<file path="config.mk">
export PLATFORM = sky130hd
export DESIGN_NAME = lim_func_cell
export DESIGN_NICKNAME = d
export VERILOG_FILES = /design/src/hdl/lim_pkg.sv /design/src/hdl/lim_func_cell.sv
export SDC_FILE = /design/constraint.sdc
export NUM_CORES = 1
export LEC_CHECK = 0
export ABC_AREA = 1
export ABC_CLOCK_PERIOD_IN_PS = 1720
export BUFFER_PORTS_ARGS = -buffer_cell sky130_fd_sc_hd__buf_2
export CAP_MARGIN = 20
export CORE_ASPECT_RATIO = 1.1
export CORE_MARGIN = 4
export CORE_UTILIZATION = 42
export DETAILED_ROUTE_END_ITERATION = 12
export GPL_TIMING_DRIVEN = 0
export PLACE_DENSITY = 0.79
export SLEW_MARGIN = 20
export SYNTH_ARGS = -nofsm -noshare
export SYNTH_HDL_FRONTEND = slang
export SYNTH_SLANG_ARGS = --single-unit
</file>
<file path="constraint.sdc">
create_clock -name clk_i -period 1.72 [get_ports clk_i]
set_clock_uncertainty 0.15 [all_clocks]
set_input_delay 0.086 -clock clk_i [delete_from_list [all_inputs] [get_ports clk_i]]
set_output_delay 0.086 -clock clk_i [all_outputs]
set_load 0.05 [all_outputs]
</file>
<file path="src/hdl/lim_pkg.sv">
// logic-in-memory ram definitions
`default_nettype none

package lim_pkg;

    // ========================================================================
    // sizes
    // ========================================================================

    localparam int ADDR_WIDTH     = 12;               // byte address
    localparam int MEM_BYTES      = 4096;
    localparam int WORD_BYTES     = 4;
    localparam int MEM_WORDS      = MEM_BYTES / WORD_BYTES;
    localparam int DATA_WIDTH     = 32;
    localparam int WORD_IDX_WIDTH = ADDR_WIDTH - 2;   // word index, byte offset dropped
    localparam int SIZE_WIDTH     = 24;

    // last word of the array, holds the function cell
    localparam logic [ADDR_WIDTH-1:0] FUNCT_ADDR = 12'hFFC;

    // ========================================================================
    // operation codes
    // ========================================================================

    // unlisted codes act as a plain load or store
    typedef enum logic [7:0] {
        OP_NONE = 8'd0,
        OP_AND  = 8'd1,
        OP_OR   = 8'd2,
        OP_XOR  = 8'd3,
        OP_NAND = 8'd4,
        OP_NOR  = 8'd5,
        OP_XNOR = 8'd6
    } lim_op_e;

    // function cell word
    // size counts words, 0 and 1 both mean a single access
    typedef struct packed {
        logic [SIZE_WIDTH-1:0] size;
        lim_op_e               op;
    } lim_funct_t;

endpackage

`default_nettype wire
</file>
<file path="src/hdl/lim_func_cell.sv">
// function cell and range decode
`default_nettype none

module lim_func_cell import lim_pkg::*; (
    input  wire logic                  clk_i,
    input  wire logic                  rst_ni,
    input  wire logic                  en_i,
    input  wire logic                  we_i,
    input  wire logic [ADDR_WIDTH-1:0] addr_i,
    input  wire logic [DATA_WIDTH-1:0] wdata_i,
    output lim_funct_t                 funct_o,
    output logic                       cfg_access_o,
    output lim_op_e                    op_eff_o,
    output logic                       range_active_o,
    output logic [ADDR_WIDTH-1:0]      range_end_o
);

    localparam logic [WORD_IDX_WIDTH-1:0] FUNCT_WORD = FUNCT_ADDR[ADDR_WIDTH-1:2];

    lim_funct_t                funct_q;
    logic [WORD_IDX_WIDTH-1:0] start_word;
    logic [ADDR_WIDTH-1:0]     size_lo;
    logic [ADDR_WIDTH:0]       end_sum;   // one spare bit for overflow

    assign start_word = addr_i[ADDR_WIDTH-1:2];
    assign size_lo    = funct_q.size[ADDR_WIDTH-1:0];

    assign cfg_access_o = (start_word == FUNCT_WORD);

    // programming store, new value seen from the next cycle on
    always_ff @(posedge clk_i or negedge rst_ni) begin
        if (!rst_ni) begin
            funct_q <= '0;
        end else if (en_i && we_i && cfg_access_o) begin
            funct_q <= lim_funct_t'(wdata_i);
        end
    end

    assign funct_o = funct_q;

    // stale op must not touch a cell access
    assign op_eff_o = cfg_access_o ? OP_NONE : funct_q.op;

    assign range_active_o = en_i && we_i && !cfg_access_o && (size_lo > ADDR_WIDTH'(1));

    // ========================================================================
    // range end, one past the last word
    // ========================================================================

    assign end_sum = (ADDR_WIDTH+1)'(start_word) + (ADDR_WIDTH+1)'(size_lo);

    always_comb begin
        if (end_sum > (ADDR_WIDTH+1)'(FUNCT_WORD)) begin
            range_end_o = ADDR_WIDTH'(FUNCT_WORD);  // stop below the cell
        end else begin
            range_end_o = end_sum[ADDR_WIDTH-1:0];
        end
    end

endmodule

`default_nettype wire

</file>
==> out/results.tsv, run 1 <==
metric	value	unit
detail_route.wl_per_cell	14.8	microns
final_util	79.2	%
cp-start-kind	flip-flop	
cp_max_fo	5	
die_area	6220	sq um
path_class	reg -> out	
firstDrtPassIters	4	
htree_levels	2	
max_slew_margin	53.9	%
routed_wl	7540	microns
fp.dieH	82.4	microns
cts_max_path_buffers	2	
grt_pass1_wl	12000	microns
dp_hpwl	4790	microns
drv_cap	0	
switching_share	27.1	%
finalCriticalPeriod	2260	ps
crit_arrival	2030	ps
cts_buffers	5	
std_cell_rows	26	
peakVddDrop	0.621	mV
crit_path_end_kind	primary output	
synth_area	2110	sq um
final_layout_size_suffix_gt1_share	42.8	%
cts_tree	built	
die_w	75.6	microns
layout_common_cells	114 x nand2_1, 86 x buf_2, 35 x nand3_1	
area_growth_syn_to_layout	78.3	%
globalRouteTotalUtil	25.1	%
grt_pass1_vias	2715	
synthCells	299	
fp.coreArea	4750	sq um
hold_path_class	in -> reg	
pwr-share-clk	34.7	%
crit_chain	ha_4 > nand2_1 > nor2_2 > nand3_2 > nand4_1 > buf_6 > nand2_8 > nand3_4 > buf_8	
status	complete, but fails checks	
drc	0	
worstPathRequired	1480	ps
clk-insertion-delay-late	280	ps
fin_crit_sh	132	%
ys_warn_count	0	
place_congestion	0.802	
synth_cell_type_count	26	
clk_pin_slew	60	ps
final_nets	511	
vias	2587	
switching_power	0.461	mW
fmax	0.442	GHz
avgSynthCellArea	7.06	sq um
grt_start_max_net_pins	33	
p_per_area	452	nW/um^2
slowest_stage	dfrtp_2	
cellLeakagePower	2.12	nW
pwr-share-comb	20.2	%
dp.cells	453	
cp_slowest_stage_delay	440	ps
pin_count	102	
use_met2	48.7	%
largest_register_ffs	32	
grtUsageMet1	25.8	%
layout_commonest_cell	nand2_1	
cts_root_buf	clkbuf_8	
start_util	44.4	%
violations	setup timing	
synth_seq_cells	32	
rsz0062_at_grt	true	
hold_viol_final	0	
p_int	1.24	mW
stdcell_count	510	
top_usage_layer	met2	
setup_viol	11	
drt_iter0_drc	113	
grt_antenna_before_repair	0	
seqPwrFrac	45.0	%
setup_ws	-544	ps
grt_use_met3	4.72	%
numClockSinks	32	
ant_nets	0	
seq_area_frac_synth	37.9	%
grt-ovfl-total	0	
tightest_slew	691	ps
drv_slew	0	
post_drt_via_cell_ratio	5.07	
numPortBuffers	97	
[kinds of logic after synthesis]
family                     Yosys count  synth area share (%)
xor gates and xnor gates             6                  2.49
DFF                                 32                  37.9
AOI/OAI and AO/OA                    6                  1.60
and+or+nand+nor                    199                  41.1
other                                1                 0.178
buffers and inverters               44                  9.84
adders and majority gates           11                  6.88
[metrics by stage]
| step | power, mW | setup TNS, ps | hold slack [ps] | cell area [sq um] | worst slack (ps) |
|---|---|---|---|---|---|
| floorplan | 0.925 | -2750 | -360 | 2400 | -275 |
| global placement | 1.03 | -3130 | 18.0 | 2950 | -314 |
| detailed placement | 1.03 | -3590 | 28.4 | 2950 | -363 |
| CTS | 1.69 | -4990 | 106 | 3640 | -506 |
| global route | 1.76 | -6290 | 162 | 3760 | -628 |
| finish | 1.70 | -5410 | 118 | 3760 | -544 |
[layer usage]
layer,vias up,share of wire [%],wire [microns]
li1,1248,-,-
met4,0,2.4,181
met1,1224,36,2690
met2,94,55,4180
met3,21,6.5,489
met5,-,0,0
[repair_timing]
item / in CTS / in global routing
pin swaps: 14 / 7
resized for setup: 54 / 17
cloned: 2 / 0
hold buffers: 33 / 0
endpoints found under the setup margin: 11 / 11
setup buffers: 8 / 5
endpoints found under the hold margin: 64 / 0
[power by group through the flow]
stage	Clock (mW)	Combinational (mW)	Sequential [mW]
finish	0.590	0.344	0.765
global route	0.628	0.371	0.766
CTS	0.602	0.325	0.765
detailed placement	0	0.253	0.779
global placement	0	0.250	0.779
floorplan	0	0.125	0.800
[critical path, delay by kind of cell, from the launching register on]
family / cells / cell delay, ps
and+or+nand+nor: 6 / 690
adders and majority gates: 1 / 300
DFF: 1 / 440
buffers and inverters: 2 / 290
[layout make-up]
type,count,area [sq um]
buffer,11,82.6
fill,306,986
multi-input combinational,225,1530
tap,56,70.1
timing repair buffer,143,1030
sequential,32,815
inverter,33,133
timing repair inverter,1,11.3
antenna,1,2.50
clock buffer,8,90.1
[synthesized netlist by cell type]
cell	number	area [sq um]
a31oi_1	1	6.26
nand2_2	1	6.26
buf_6	3	33.8
nand3_2	1	10.0
inv_1	31	116
inv_2	1	3.75
nand2_1	125	469
buf_4	5	37.5
nand3b_1	1	7.51
clkinv_2	1	5.00
conb_1	1	3.75
clkbuf_1	3	11.3
xnor2_1	4	35.0
nand3_1	51	255
nor4_1	2	12.5
fa_1	1	20.0
xor2_1	2	17.5
nor3_1	1	5.00
nor2_1	10	37.5
ha_1	10	125
a21oi_1	4	20.0
dfrtp_1	32	801
a21boi_0	1	7.51
nor3_4	1	16.3
nand2_4	2	22.5
nand4_1	4	25.0
[final timing paths]
kind	cells past startpoint	startpoint	end	slack (ps)
max in group asynchronous	2	rst_ni	funct_o[15]	710
min in group asynchronous	2	rst_ni	funct_o[6]	220
min	5	we_i	funct_o[3]	120
max reg2reg	3	funct_o[9]	funct_o[9]	750
max	9	funct_o[15]	range_end_o[5]	-540
min reg2reg	2	funct_o[31]	funct_o[31]	320
No activity file was read; power rests on OpenSTA's default activity.
==> run 2, diff against run 1 <==
CORE_ASPECT_RATIO = 0.9   (was 1.1)
==> run 2 against run 1 <==
  * The run still ends with setup timing left
  * Final cell count rose by 2.2%
  * Clock-buffer cell count fell by 1
  * First-iteration DRC count fell by 12%
  * Highest routed layer unchanged
  * Flip-flop and latch count did not move
==> out/results.tsv, run 2 (synthesis gave the netlist of run 1 again) <==
metric	value	unit
status	complete, but fails checks	
violations	setup timing	
ant_nets	0	
hold_path_class	in -> reg	
numPortBuffers	97	
max_slew_margin	53.0	%
layout_commonest_cell	nand2_1	
final_nets	514	
grt_pass1_wl	11600	microns
crit_path_end_kind	primary output	
clk-insertion-delay-late	280	ps
place_congestion	0.843	
grt_start_max_net_pins	33	
path_class	reg -> out	
final_layout_size_suffix_gt1_share	44.3	%
hold_viol_final	0	
cellLeakagePower	2.17	nW
pin_count	102	
post_drt_via_cell_ratio	4.84	
cts_root_buf	clkbuf_8	
fp.dieH	75.3	microns
cts_tree	built	
die_area	6230	sq um
layout_common_cells	110 x nand2_1, 86 x buf_2, 34 x nand3_1	
htree_levels	2	
grt-ovfl-total	0	
vias	2521	
p_per_area	496	nW/um^2
detail_route.wl_per_cell	14.3	microns
crit_arrival	2000	ps
cp-start-kind	flip-flop	
largest_register_ffs	32	
cts_max_path_buffers	2	
peakVddDrop	0.582	mV
grt_antenna_before_repair	0	
finalCriticalPeriod	2230	ps
std_cell_rows	24	
firstDrtPassIters	4	
setup_viol	11	
fmax	0.448	GHz
area_growth_syn_to_layout	82.0	%
drc	0	
die_w	82.7	microns
diodes	0	
start_util	43.4	%
worstPathRequired	1480	ps
final_util	79.0	%
numClockSinks	32	
globalRouteTotalUtil	24.5	%
grt_pass1_vias	2539	
cp_max_fo	5	
drv_slew	0	
dp_hpwl	4640	microns
fp.coreArea	4860	sq um
drt_iter0_drc	100	
total_power	1.90	mW
tightest_slew	705	ps
drv_cap	0	
routed_wl	7450	microns
clk_pin_slew	70	ps
rsz0062_at_grt	true	
setup_ws	-512	ps
fin_crit_sh	130	%
cts_buffers	5	
run 2: changes by cell type in the layout (fill, tap and decap cells not counted), sizes merged:
cell / previous run / this run
bufinv: 0 / 1
clkbuf: 11 / 10
diode: 1 / 0
buf: 118 / 121
run 2: report_power, final:
group          switching (mW)  internal [mW]  leakage, nW
Sequential            0.00561          0.759        0.425
Combinational           0.196          0.159         1.68
Clock                   0.275          0.511       0.0645
Total                   0.477           1.43         2.17
run 2: per-stage QoR:
step	setup TNS (ps)	std cells	hold WS [ps]	instance area, sq um	setup WS [ps]
finish	-5030	521	127	3840	-512
global route	-5880	521	184	3840	-589
CTS	-4850	515	122	3730	-491
detailed placement	-3640	462	28.7	2960	-371
global placement	-3120	462	20.8	2960	-314
floorplan	-2750	300	-360	2400	-275
run 2: final timing paths:
| path | from | endpoint | slack [ps] | cells past startpoint |
|---|---|---|---|---|
| max | funct_o[8] | range_end_o[6] | -510 | 9 |
| min | we_i | funct_o[3] | 130 | 5 |
| max reg2reg | funct_o[19] | funct_o[19] | 770 | 2 |
| min reg2reg | funct_o[24] | funct_o[24] | 320 | 2 |
| max in group asynchronous | rst_ni | funct_o[12] | 680 | 2 |
| min in group asynchronous | rst_ni | funct_o[23] | 240 | 2 |
run 2: metal layers:
layer	track usage [%]	share of wire, %
met1	27.2	38
met4	7.99	1.5
met5	0	0
met3	6.10	6.8
met2	45.8	54
run 2: critical path, cell delays in order (launching register included):
cell and delay (ps):
dfrtp_2 430, ha_4 170, fa_2 370, nand3_2 120, nand3_2 80, nand2_2 100, nand2_4 100, inv_8 110
nand3_4 80, buf_8 160
run 2: what timing repair did:
| item | in CTS | in global routing |
|---|---|---|
| pin swaps | 17 | 14 |
| gates resized for setup | 60 | 16 |
| endpoints found under the hold margin | 64 | 0 |
| endpoints found under the setup margin | 10 | 11 |
| cloned | 2 | 0 |
| hold buffers | 33 | 0 |
| setup buffers | 10 | 6 |
run 2: area by class of cell:
class,count,area (sq um)
multi-input combinational,225,1550
timing repair buffer,146,1040
fill,337,1020
sequential,32,813
inverter,33,133
clock buffer,7,96.3
buffer,11,82.6
tap,65,81.3
clock inverter,1,30.0
timing repair inverter,1,11.3
==> run 3, diff against run 2 <==
CORE_ASPECT_RATIO = 1.75   (was 0.9)
==> run 3 against run 2 <==
  * The flow still finishes with violations (setup timing)
  * First-iteration DRC count down 56%
  * Die area up 0.69%
  * Wire length up 1.8%
  * Combinational power down 3%
  * Worst hold slack worse by 32 ps
  * Power down 9.5%
  * Register-to-register slack worse by 30 ps
  * Sequential share of layout area up 0.54 points
  * Via count up 1.7%
  * Cell area down 2.5%
  * Flip-flop and latch count unchanged
==> out/results.tsv, run 3 (synthesis gave the netlist of run 1 again) <==
metric	value	unit
max_slew_margin	52.5	%
setup_viol	11	
post_drt_via_cell_ratio	5.10	
area_growth_syn_to_layout	77.5	%
grt_pass1_vias	2725	
rsz0062_at_grt	true	
final_nets	509	
violations	setup timing	
crit_family	flip-flops	
fmax	0.445	GHz
cellLeakagePower	2.11	nW
fin_area	3750	sq um
status	complete, but fails checks	
fp.coreArea	4790	sq um
dp_hpwl	5120	microns
layout_commonest_cell	nand2_1	
crit_chain	ha_4 > nand2_2 > inv_1 > a21boi_2 > nand4_1 > buf_6 > nand2_8 > nand3_4 > buf_8	
placed_area	2950	sq um
globalRouteTotalUtil	25.9	%
hold_ws	94.9	ps
vias	2564	
p_per_area	460	nW/um^2
stdcell_count	503	
place_congestion	0.934	
cts_tree	built	
drc	0	
crit_arrival	2010	ps
peakVddDrop	0.572	mV
std_cell_rows	33	
grt_antenna_before_repair	0	
final_util	78.2	%
total_power	1.72	mW
hold_viol_final	0	
numClockSinks	32	
die_area	6270	sq um
cp_slowest_stage_delay	450	ps
layout_common_cells	104 x nand2_1, 87 x buf_2, 34 x nand3_1	
dp.cells	449	
final_layout_size_suffix_gt1_share	44.6	%
fin_crit_sh	131	%
clk_pin_slew	70	ps
clk-insertion-delay-late	280	ps
cp-start-kind	flip-flop	
r2r_setup_slack	740	ps
tightest_slew	713	ps
diodes	0	
fp.dieH	102	microns
critPathBufInv	3	
grt-ovfl-total	0	
die_w	61.6	microns
drt_iter0_drc	44	
finalSetupTns	-5310	ps
largest_register_ffs	32	
cts_buffers	5	
routed_wl	7580	microns
firstDrtPassIters	4	
start_util	44.1	%
detail_route.wl_per_cell	15.1	microns
drv_cap	0	
cp_max_fo	5	
crit_path_end_kind	primary output	
grt_pass1_wl	12200	microns
finalCriticalPeriod	2250	ps
grt_start_max_net_pins	33	
ant_nets	0	
dpl_worst_slack	-374	ps
path_class	reg -> out	
cts_root_buf	clkbuf_8	
hold_path_class	in -> reg	
setup_ws	-526	ps
worstPathRequired	1480	ps
htree_levels	2	
cts_max_path_buffers	2	
drv_slew	0	
numPortBuffers	97	
pin_count	102	
slowest_stage	dfrtp_2	
run 3: worst paths after layout:
check	startpoint	end	depth (start not counted)
setup / recovery	funct_o[17]	range_end_o[8]	9
hold / removal	we_i	funct_o[3]	5
setup reg to reg	funct_o[19]	funct_o[19]	2
hold reg to reg	funct_o[23]	funct_o[23]	2
max in group asynchronous	rst_ni	funct_o[11]	2
min in group asynchronous	rst_ni	funct_o[20]	2
run 3: metal layers:
metal | routed length (microns) | global-route usage, % | vias up
met5 | 0 | 0 | -
met4 | 255 | 10.9 | 0
met3 | 417 | 4.59 | 25
met2 | 4420 | 48.3 | 105
met1 | 2490 | 26.7 | 1188
li1 | - | - | 1246
run 3: report_power, final:
part | switching [mW] | total [mW] | internal [mW]
registers | 0.00622 | 0.765 | 0.759
clock network | 0.288 | 0.615 | 0.327
logic | 0.192 | 0.345 | 0.153
run 3: cell type report:
type / count / area [sq um]
Timing Repair inverter: 1 / 11.3
Buffer: 11 / 82.6
Fill cell: 325 / 1040
Inverter: 33 / 133
Tap cell: 52 / 65.1
Multi-Input combinational cell: 225 / 1550
Sequential cell: 32 / 813
Clock buffer: 8 / 90.1
Timing Repair Buffer: 141 / 1000
run 3: what timing repair did:
item / CTS / global route
hold buffers: 33 / 0
setup endpoints to repair: 11 / 11
gates cloned: 2 / 0
pin swaps: 16 / 19
resized for setup: 46 / 32
buffers inserted: 6 / 5
hold endpoints to repair: 64 / 0
run 3: worst min-delay path, stage by stage:
cell	delay, ps
buf_2	100
nand2_1	50
inv_1	100
nand3_1	110
nand2_1	50
